==> config.mk <==
export PLATFORM = sky130hd
export DESIGN_NAME = control_unit
export DESIGN_NICKNAME = d
export VERILOG_FILES = /design/src/rtl/rv_pkg.sv /design/src/rtl/control_unit.sv
export VERILOG_INCLUDE_DIRS = /design/src /design/src/rtl
export SDC_FILE = /design/constraint.sdc
export NUM_CORES = 1
export LEC_CHECK = 0
export ABC_CLOCK_PERIOD_IN_PS = 2500
export BUFFER_PORTS_ARGS = -buffer_cell sky130_fd_sc_hd__buf_2
export CAP_MARGIN = 25
export CORE_ASPECT_RATIO = 0.75
export CORE_MARGIN = 10
export CORE_UTILIZATION = 30
export DETAILED_ROUTE_END_ITERATION = 8
export GPL_TIMING_DRIVEN = 0
export PLACE_DENSITY = 0.86
export SYNTH_ARGS = -nofsm -noshare
export SYNTH_HDL_FRONTEND = slang
export SYNTH_SLANG_ARGS = --single-unit
==> constraint.sdc <==
create_clock -name vclk -period 2.5
set_clock_uncertainty 0.15 [all_clocks]
set_input_delay 0.625 -clock vclk [all_inputs]
set_output_delay 0.625 -clock vclk [all_outputs]
set_load 0.03 [all_outputs]
==> src/rtl/rv_macros.svh <==
`ifndef RV_MACROS_SVH
`define RV_MACROS_SVH

// Machine word
`define DATA_WIDTH 32

// Instruction memory, in words
`define IMEM_DEPTH 64
`define IMEM_AW    6

// Data memory, in words
`define DMEM_DEPTH 64
`define DMEM_AW    6

`define REG_A0 10 // x10, the a0 result register

`endif

==> src/rtl/rv_pkg.sv <==
`default_nettype none

package rv_pkg;

    // Major opcodes of the supported subset
    typedef enum logic [6:0] {
        OPC_OP     = 7'b0110011,
        OPC_OP_IMM = 7'b0010011,
        OPC_LOAD   = 7'b0000011,
        OPC_STORE  = 7'b0100011,
        OPC_BRANCH = 7'b1100011,
        OPC_JAL    = 7'b1101111,
        OPC_JALR   = 7'b1100111,
        OPC_LUI    = 7'b0110111,
        OPC_AUIPC  = 7'b0010111
    } opcode_e;

    typedef enum logic [3:0] {
        ALU_ADD, ALU_SUB, ALU_AND, ALU_OR, ALU_XOR,
        ALU_SLT, ALU_SLL, ALU_SRL,
        ALU_PASS_B // second operand straight through
    } alu_op_e;

    // Field layouts, MSB first
    typedef struct packed {
        logic [6:0] funct7;
        logic [4:0] rs2;
        logic [4:0] rs1;
        logic [2:0] funct3;
        logic [4:0] rd;
        opcode_e    opcode;
    } r_fmt_t;

    typedef struct packed {
        logic [11:0] imm;
        logic [4:0]  rs1;
        logic [2:0]  funct3;
        logic [4:0]  rd;
        opcode_e     opcode;
    } i_fmt_t;

    typedef struct packed {
        logic [6:0] imm_hi; // imm[11:5]
        logic [4:0] rs2;
        logic [4:0] rs1;
        logic [2:0] funct3;
        logic [4:0] imm_lo; // imm[4:0]
        opcode_e    opcode;
    } s_fmt_t;

    // Scrambled branch offset, bit 0 implied zero
    typedef struct packed {
        logic       imm_12;
        logic [5:0] imm_10_5;
        logic [4:0] rs2;
        logic [4:0] rs1;
        logic [2:0] funct3;
        logic [3:0] imm_4_1;
        logic       imm_11;
        opcode_e    opcode;
    } b_fmt_t;

    typedef struct packed {
        logic [19:0] imm; // imm[31:12]
        logic [4:0]  rd;
        opcode_e     opcode;
    } u_fmt_t;

    typedef struct packed {
        logic       imm_20;
        logic [9:0] imm_10_1;
        logic       imm_11;
        logic [7:0] imm_19_12;
        logic [4:0] rd;
        opcode_e    opcode;
    } j_fmt_t;

    // One instruction word, six readings
    typedef union packed {
        r_fmt_t      r;
        i_fmt_t      i;
        s_fmt_t      s;
        b_fmt_t      b;
        u_fmt_t      u;
        j_fmt_t      j;
        logic [31:0] raw;
    } rv_instr_u;

endpackage

`default_nettype wire

==> src/rtl/control_unit.sv <==
`default_nettype none
`include "rv_macros.svh"

module control_unit import rv_pkg::*; (
    input  rv_instr_u              instr_i,
    output logic [4:0]             rs1_addr_o,
    output logic [4:0]             rs2_addr_o,
    output logic [4:0]             rd_addr_o,
    output logic [`DATA_WIDTH-1:0] imm_o,        // Sign-extended immediate
    output alu_op_e                alu_op_o,
    output logic                   src_a_pc_o,   // AUIPC
    output logic                   src_a_zero_o, // LUI
    output logic                   src_b_imm_o,
    output logic                   reg_wr_en_o,
    output logic                   mem_wr_en_o,
    output logic [1:0]             result_sel_o, // 0 ALU, 1 load, 2 link
    output logic                   branch_o,
    output logic                   jump_o,       // JAL and JALR
    output logic                   jalr_o
);

    opcode_e                opcode;
    logic [2:0]             funct3;
    logic                   funct7_5;
    alu_op_e                arith_op;
    logic [`DATA_WIDTH-1:0] i_imm, s_imm, b_imm, u_imm, j_imm;

    // Fields at the same spot in every format
    assign opcode     = instr_i.r.opcode;
    assign funct3     = instr_i.r.funct3;
    assign funct7_5   = instr_i.r.funct7[5]; // SUB select
    assign rs1_addr_o = instr_i.r.rs1;
    assign rs2_addr_o = instr_i.r.rs2;
    assign rd_addr_o  = instr_i.r.rd;

    // Immediates, one per format view
    assign i_imm = {{(`DATA_WIDTH-12){instr_i.i.imm[11]}}, instr_i.i.imm};
    assign s_imm = {{(`DATA_WIDTH-12){instr_i.s.imm_hi[6]}}, instr_i.s.imm_hi, instr_i.s.imm_lo};
    assign b_imm = {{(`DATA_WIDTH-12){instr_i.b.imm_12}}, instr_i.b.imm_11,
                    instr_i.b.imm_10_5, instr_i.b.imm_4_1, 1'b0};
    assign u_imm = {instr_i.u.imm, 12'b0}; // Already shifted into place
    assign j_imm = {{(`DATA_WIDTH-20){instr_i.j.imm_20}}, instr_i.j.imm_19_12,
                    instr_i.j.imm_11, instr_i.j.imm_10_1, 1'b0};

    // Register and immediate arithmetic share funct3
    always_comb begin
        case (funct3)
            3'b000:  arith_op = (opcode == OPC_OP && funct7_5) ? ALU_SUB : ALU_ADD;
            3'b001:  arith_op = ALU_SLL;
            3'b010:  arith_op = ALU_SLT;
            3'b100:  arith_op = ALU_XOR;
            3'b101:  arith_op = ALU_SRL; // no SRA in this core
            3'b110:  arith_op = ALU_OR;
            3'b111:  arith_op = ALU_AND;
            default: arith_op = ALU_ADD; // SLTU not supported
        endcase
    end

    always_comb begin
        // Everything idle unless the opcode says otherwise
        imm_o        = '0;
        alu_op_o     = ALU_ADD;
        src_a_pc_o   = 1'b0;
        src_a_zero_o = 1'b0;
        src_b_imm_o  = 1'b0;
        reg_wr_en_o  = 1'b0;
        mem_wr_en_o  = 1'b0;
        result_sel_o = 2'd0;
        branch_o     = 1'b0;
        jump_o       = 1'b0;
        jalr_o       = 1'b0;
        case (opcode)
            OPC_OP: begin
                alu_op_o    = arith_op;
                reg_wr_en_o = 1'b1;
            end
            OPC_OP_IMM: begin
                imm_o       = i_imm;
                alu_op_o    = arith_op;
                src_b_imm_o = 1'b1;
                reg_wr_en_o = 1'b1;
            end
            OPC_LOAD: begin
                imm_o        = i_imm; // Address is rs1 + imm
                src_b_imm_o  = 1'b1;
                reg_wr_en_o  = 1'b1;
                result_sel_o = 2'd1;
            end
            OPC_STORE: begin
                imm_o       = s_imm;
                src_b_imm_o = 1'b1;
                mem_wr_en_o = 1'b1;
            end
            OPC_BRANCH: begin
                imm_o    = b_imm; // Compare happens in execute
                branch_o = 1'b1;
            end
            OPC_JAL: begin
                imm_o        = j_imm;
                alu_op_o     = ALU_PASS_B; // ALU result unused, link is PC+4
                jump_o       = 1'b1;
                reg_wr_en_o  = 1'b1;
                result_sel_o = 2'd2;
            end
            OPC_JALR: begin
                imm_o        = i_imm;
                alu_op_o     = ALU_PASS_B;
                jump_o       = 1'b1;
                jalr_o       = 1'b1; // Target based on rs1
                reg_wr_en_o  = 1'b1;
                result_sel_o = 2'd2;
            end
            OPC_LUI: begin
                imm_o        = u_imm;
                src_a_zero_o = 1'b1; // 0 + imm
                src_b_imm_o  = 1'b1;
                reg_wr_en_o  = 1'b1;
            end
            OPC_AUIPC: begin
                imm_o       = u_imm;
                src_a_pc_o  = 1'b1; // PC + imm
                src_b_imm_o = 1'b1;
                reg_wr_en_o = 1'b1;
            end
            default: ; // Unknown opcode acts as NOP
        endcase
    end

endmodule

`default_nettype wire

; Yosys cells after proc, flatten, opt, wreduce, memory -nomap -nowiden
; Cells that the tools add are included.
[word_totals]
register_bits = 0
word_cells = 36
[classes]
mux = 13
n_reduce_logical = 8
eq_ne = 15
[ops]
columns = op, count
row1 = case mux 32 bit (5 select lines), 1
row2 = "== test 7 x 6 -> 1 bit, second input constant", 3
row3 = "== test 7 bit, second input constant", 3
row4 = case mux 3 bit (7 select lines), 1
row5 = "== test 7 x 5 -> 1 bit, second input constant", 2
row6 = "== test 3 bit, second input constant", 4
row7 = two-way mux 1 bit, 9
row8 = case mux 4 bit (2 select lines), 1
row9 = "== test 7 x 2 -> 1 bit, second input constant", 1
row10 = OR reduction 7 bit, 1
row11 = OR reduction 2 bit, 3
row12 = OR reduction 5 bit, 1
row13 = case mux 2 bit (2 select lines), 1
row14 = "== test 3 x 1 -> 1 bit, second input constant", 1
row15 = "== test 3 x 2 -> 1 bit, second input constant", 1
row16 = logical NOT 3 bit, 1
row17 = OR reduction 3 bit, 1
row18 = logical AND 1 bit, 1

; Longest topological paths before layout
; Gate-level depths: netlist of run 1.
[logic_depth]
depth_word = 5
mapped_depth = 6
mapped_depth_nobuf = 4

; Worst setup path after synthesis of run 1
; Ideal clock, no wire load.
[synth_timing]
kind = input-to-output
start = in instr_i[3] in the netlist's numbering
end = out imm_o[0]
stages = 3
t_required_ns = 1.725
slack_ns = -0.628
arrival_time_ns = 2.353
n_path_buf = 0
cell_sequence = or2_4 > nor4_1 > a22o_1
[synth_via]
elab_chain_len = 3
word_cells_on_any_way = 11
[synth_rtl]
columns = item, line
row1 = start: declaration, control_unit.sv:5  ; input rv_instr_u instr_i,
row2 = "== test 7 bit, or another cell as far along", control_unit.sv:72  ; case (opcode)
row3 = OR reduction 3 bit (no source line) or OR reduction 2 bit (tied branches), -
row4 = case mux 32 bit (5 select lines) *, control_unit.sv:72
row5 = end: declaration, control_unit.sv:9  ; output logic [`DATA_WIDTH-1:0] imm_o,
; Mark *: on every way between the ends. The rest lies on a longest branch, timed or not.

; Worst setup path after layout of run 1
[layout_timing]
start = in instr_i[2] in the netlist's numbering
end = out imm_o[0]
; Same word-level chain as after synthesis.

==> results.yml, run 1 <==
run_status:
  status: "finished, violations left"
  violations: "negative setup slack"
setup_path:
  critPathArrivalTime_ns: 2.07
  critPathRequiredTime_ns: 1.73
  path_delay_family: "simple AND/OR/NAND/NOR gates"
  path_cells: "buf_8 > or2_4 > or4_4 > buf_4 > or2b_1 > a22o_1 > buf_6"
  critPathSlowestCell: "or4_4"
  path_buf_inv: 3
  critPathMaxFanout: 4
  worst-path-stages: 7
  crit_type: "in2out"
  cp_slowest_stage_delay_ns: 0.47
  start_kind: "input port"
  crit_path_end_kind: "output port"
power:
  p_int_uw: 105
  finalPower_uw: 238
  p_sw_share_pct: 56.0
  power_frac_comb_pct: 100.0
  p_leak_uw: 0.00106
  cellPowerDensity_nw_per_um2: 129
  p_sw_uw: 133
  p_seq_share_pct: 0
  ir_worst_vdd_mv: 0.0716
  p_clk_share_pct: 0
global_route:
  grtUsageTotal_pct: 16.0
  grt_overflow: 0
  grt_pass1_vias: 1179
  grt_max_degree: 11
  grt_pass1_wl_mm: 6.00
  antenna_found_initial: 0
floorplan:
  die_w_um: 75.5
  io_pins: 93
  num_rows: 14
  start_util_pct: 33.0
  core_um2: 2100
  die_h_um: 61.6
  die_area_um2: 4650
layout:
  final_nets: 241
  design.seq.count: 0
  postLayoutCellArea_um2: 1850
  clock_buffers: 0
  area_growth_pct: 166
  regArea_um2: 0
  drive_gt1_share_pct: 81.6
  antennaDiodeCount: 0
worst_hold_path:
  holdPathStages: 3
  hold_path_class: "in2out"
timing:
  hold_ws_ns: 1.42
  min_period_ns: 2.85
  setup_viol: 36
  grt_setup_unrepaired: "true"
  slew_headroom_pct: 76.6
  final.setup.tns_ns: -7.11
  drv_slew: 0
  max_clock_freq_mhz: 351
  finalHoldViolCount: 0
  fin_ws_ns: -0.347
  tightest_slew_ns: 0.349
  fin_crit_sh_pct: 114
routing:
  wire_per_inst_um: 21.3
  antenna_left: 0
  routed_via_density: 5.38
  drc: 0
  vias: 1243
  firstDrtPassIters: 4
  finalWirelength_mm: 4.91
  drt_iter0_drc: 116
synth:
  syn_nets: 132
  yosysSeqAreaShare_pct: 0
  ys.warnings.count: 0
  syn_inst: 100
  synth.top_cell.area_share_pct: 17.3
  syn_area_um2: 693
  yosys-top-cells-count: "buf_4, a21o_1, a21o_2, nor2_1, nor2b_1"
  synth_area_leaders: "buf_4, a21o_2, a21o_1"
  avgSynthCellArea_um2: 6.93
  yosysTopAreaCell: "buf_4"
  ys_types: 34
  post-synth-top-count-cell: "buf_4"
place:
  hpwlAfterDp_mm: 3.13
  place_congestion: 0.866
  place_ws_ns: -0.502
  postPlaceCellArea_um2: 1340
  io_buffer_count: 93
clock_tree:
  holdBufCountCts: 0
job:
  maxCapViolations: 0
==> area by class of cell <==
class | instances | area [um^2]
tap | 24 | 30.0
timing repair buffer | 109 | 868
fill | 91 | 255
buffer | 18 | 155
inverter | 2 | 7.51
multi-input combinational | 78 | 786
==> worst min-delay path, cell delays in order <==
cell	delay, ns
buf_2	0.10
a21o_4	0.11
buf_6	0.12
==> timing repair <==
action                     CTS  global route
cloned                       1             1
buffers inserted             9             6
setup endpoints to repair   37            37
pin swaps                    5            11
gates resized for setup     87            33
==> layout by cell type, fill, tap and decap left out, types with 2 or more instances in the layout <==
cell / Yosys / layout
buf_8: 0 / 3
a21o_4: 0 / 12
nor2_4: 0 / 2
nor2_1: 10 / 8
nand2_1: 5 / 3
a21oi_4: 1 / 2
nor2b_4: 0 / 7
a21oi_1: 3 / 2
nand3b_1: 2 / 2
buf_2: 2 / 53
nand2_4: 0 / 2
and2_4: 1 / 2
nand3_1: 2 / 2
buf_6: 1 / 40
buf_4: 16 / 28
inv_1: 2 / 2
a21o_1: 10 / 8
a22o_2: 0 / 4
==> cell families after synthesis <==
kind of cell / synth area share [%]
AOI/OAI and AO/OA: 39.9
xor gates and xnor gates: 1.26
buffers and inverters: 22.0
muxes: 1.44
and+or+nand+nor: 35.4
==> metrics by stage <==
step / instances / utilization [%]
6_report: 231 / 87.9
5_1_grt: 231 / 87.9
4_1_cts: 226 / 81.4
3_5_place_dp: 217 / 63.6
3_3_place_gp: 217 / 63.6
2_1_floorplan: 100 / -
==> power groups by stage <==
stage	clock, uW	combinational, uW	sequential (uW)
global placement	0	184	0
CTS	0	218	0
floorplan	0	116	0
finish	0	238	0
detailed placement	0	187	0
global route	0	249	0
==> final timing paths <==
check	start	end	slack, ns
hold / removal	instr_i[25]	imm_o[25]	1.42
setup / recovery	instr_i[2]	imm_o[0]	-0.35
==> metal layers <==
layer  track usage, %  share of wire, %  vias to the layer above
met4            0.264               2.6                        0
met2             32.9                56                       71
met1             17.3                34                      601
li1                 -                 -                      559
met5                0                 0                        -
met3             2.89               8.2                       12
(Power assumes the default switching activity.)
==> run 2: changes to the inputs <==
ABC_AREA = 1   (was unset)
CORE_UTILIZATION = 32   (was 30)
PLACE_DENSITY = 0.85   (was 0.86)
==> run 2 against run 1 <==
Effect of this change:
- the run now ends clean
- maximum frequency increased by 17%
- utilization decreased by 25 points
- flip-flop and latch count unchanged
- setup slack improved by 0.41 ns
- final cell count increased by 22%
- first-iteration DRC count decreased by 53%
- area after synthesis increased by 17%
- count of clock-buffer cells in the layout unchanged
- non-clock buffer count decreased by 12
- global-route usage decreased by 3.8 points
- critical path type unchanged
- critical endpoint is now imm_o[16]
==> results.yml, run 2 <==
run_status:
  status: "complete, no violations"
routing:
  drt_iter0_drc: 54
  drc: 0
  finalWirelength_mm: 3.56
  routed_via_density: 4.40
  firstDrtPassIters: 4
  wire_per_inst_um: 12.6
  antenna_left: 0
  vias: 1242
timing:
  min_period_ns: 2.44
  slew_headroom_pct: 81.5
  max_clock_freq_mhz: 410
  drv_slew: 0
  fin_crit_sh_pct: 97.5
  fin_ws_ns: 0.0624
  grt_setup_unrepaired: "true"
  tightest_slew_ns: 0.277
  setup_viol: 0
  finalHoldViolCount: 0
place:
  place_ws_ns: -0.0906
  io_buffer_count: 93
  place_congestion: 0.816
  hpwlAfterDp_mm: 2.99
synth:
  yosysTopAreaCell: "nand2_1"
  synth.top_cell.area_share_pct: 25.0
  syn_nets: 184
  synth-simple-area-share_pct: 67.3
  ys.warnings.count: 0
  yosys-top-cells-count: "nand2_1, nor2_1, inv_1, buf_4, nand3_2"
  syn_inst: 152
  synth_compound_gate_area_share_pct: 4.93
  synth_area_leaders: "nand2_1, buf_4, nand3_2"
  muxShareOfSynthArea_pct: 0
  syn_area_um2: 812
  synthAdderAreaFrac_pct: 0
  ys_types: 17
  post-synth-top-count-cell: "nand2_1"
  avgSynthCellArea_um2: 5.34
  yosysSeqAreaShare_pct: 0
  synth_top_family_by_area: "simple AND/OR/NAND/NOR gates"
  synth_xor_area_share_pct: 0
floorplan:
  start_util_pct: 34.3
  die_area_um2: 4970
  core_um2: 2360
  die_h_um: 63.6
  die_w_um: 78.2
  io_pins: 93
  num_rows: 15
setup_path:
  critPathMaxFanout: 8
  crit_path_end_kind: "output port"
  critPathLaunch: "instr_i[5]"
  crit_path_end: "imm_o[16]"
  critPathRequiredTime_ns: 1.73
  crit_type: "in2out"
  critPathArrivalTime_ns: 1.66
  start_kind: "input port"
power:
  p_sw_share_pct: 62.7
  p_sw_uw: 121
  power_frac_comb_pct: 100.0
  p_seq_share_pct: 0
  p_leak_uw: 0.00113
  p_int_uw: 72.1
  ir_worst_vdd_mv: 0.0744
  finalPower_uw: 193
  cellPowerDensity_nw_per_um2: 129
  p_clk_share_pct: 0
clock_tree:
  holdBufCountCts: 0
job:
  maxCapViolations: 0
layout:
  antennaDiodeCount: 0
  final_cell_mix: "buf_2, nand2_1, buf_4, inv_1, nor2_1"
  drive_gt1_share_pct: 62.1
  design.seq.count: 0
  final_common_cell: "buf_2"
  area_growth_pct: 84.1
  final_nets: 282
  final_util_pct: 63.2
  regArea_um2: 0
  clock_buffers: 0
  multi_input_area_um2: 652
  fill_cells: 250
global_route:
  grt_max_degree: 11
  grt_use_met3_pct: 4.53
  grt_util_met1_pct: 14.4
  grtUsageMet2_pct: 21.4
  grt_overflow: 0
  grt_pass1_vias: 1181
  grtUsageTotal_pct: 12.1
  antenna_found_initial: 0
  top_usage_layer: "met2"
  grt_pass1_wl_mm: 5.35
worst_hold_path:
  hold_path_class: "in2out"
==> run 2: cell types whose count changed in the layout (fill, tap and decap cells not counted), moves of 11 or more <==
cell     before  now
buf_2        53   73
inv_1         2   15
buf_6        40   10
nand2_1       3   51
nand3_2       0   11
a21o_4       12    0
==> run 2: cell families (layout without fill, tap and decap cells) <==
| group | Yosys count | count (layout) |
|---|---|---|
| and+or+nand+nor | 107 | 107 |
| buffers and inverters | 39 | 135 |
| AOI/OAI and AO/OA | 6 | 6 |
==> run 2: worst max-delay path: stages <==
cell and delay [ns]:
clkbuf_4 0.16, inv_1 0.07, nor2_2 0.15, nand3_4 0.11, nand3_1 0.18, nand2_4 0.11, nand2_1 0.08, clkbuf_4 0.18
==> run 2: area by class of cell <==
type | instances | share of cell area, %
plain buffers | 19 | 10.5
multi-input cells | 113 | 43.6
well taps | 34 | 2.85
repair buffers | 96 | 38.0
inverters | 20 | 5.02
==> run 2: per-stage QoR <==
| stage | setup TNS, ns | hold slack, ns | instance area, um^2 | instances |
|---|---|---|---|---|
| final | 0 | 1.44 | 1500 | 282 |
| after global routing | -0.125 | 1.45 | 1500 | 282 |
| after CTS | 0 | 1.45 | 1350 | 279 |
| after detailed placement | -0.964 | 1.44 | 1330 | 279 |
| after global placement | -0.770 | 1.44 | 1330 | 279 |
| after floorplan | 0 | 1.17 | 817 | 152 |
==> run 2: per-layer routing <==
metal / part of all wire, % / up-vias / wire (um)
li1: - / 648 / -
met1: 40 / 547 / 1420
met2: 50 / 47 / 1800
met3: 9.6 / 0 / 341
met4: 0 / 0 / 0
met5: 0 / - / 0
==> run 2: how the worst min path moves through the flow <==
stage	slack, ns	depth (start not counted)	to	startpoint
finish	1.44	4	imm_o[28]	instr_i[28]
global route	1.45	4	imm_o[8]	instr_i[28]
CTS	1.45	4	imm_o[5]	instr_i[25]
detailed placement	1.44	4	imm_o[5]	instr_i[25]
global placement	1.44	4	imm_o[9]	instr_i[29]
floorplan	1.17	1	mem_wr_en_o	instr_i[6]
==> run 2: timing repair <==
action | in CTS | in global routing
setup endpoints to repair | 18 | 28
cloned | 0 | 0
pin swaps | 0 | 3
buffers inserted | 0 | 3
gates resized for setup | 8 | 49
==> run 2: power by group through the flow <==
stage / Combinational (uW) / Sequential, uW / Clock, uW
6_report: 193 / 0 / 0
4_1_cts: 180 / 0 / 0
3_5_place_dp: 176 / 0 / 0
5_1_grt: 208 / 0 / 0
2_1_floorplan: 109 / 0 / 0
3_3_place_gp: 173 / 0 / 0
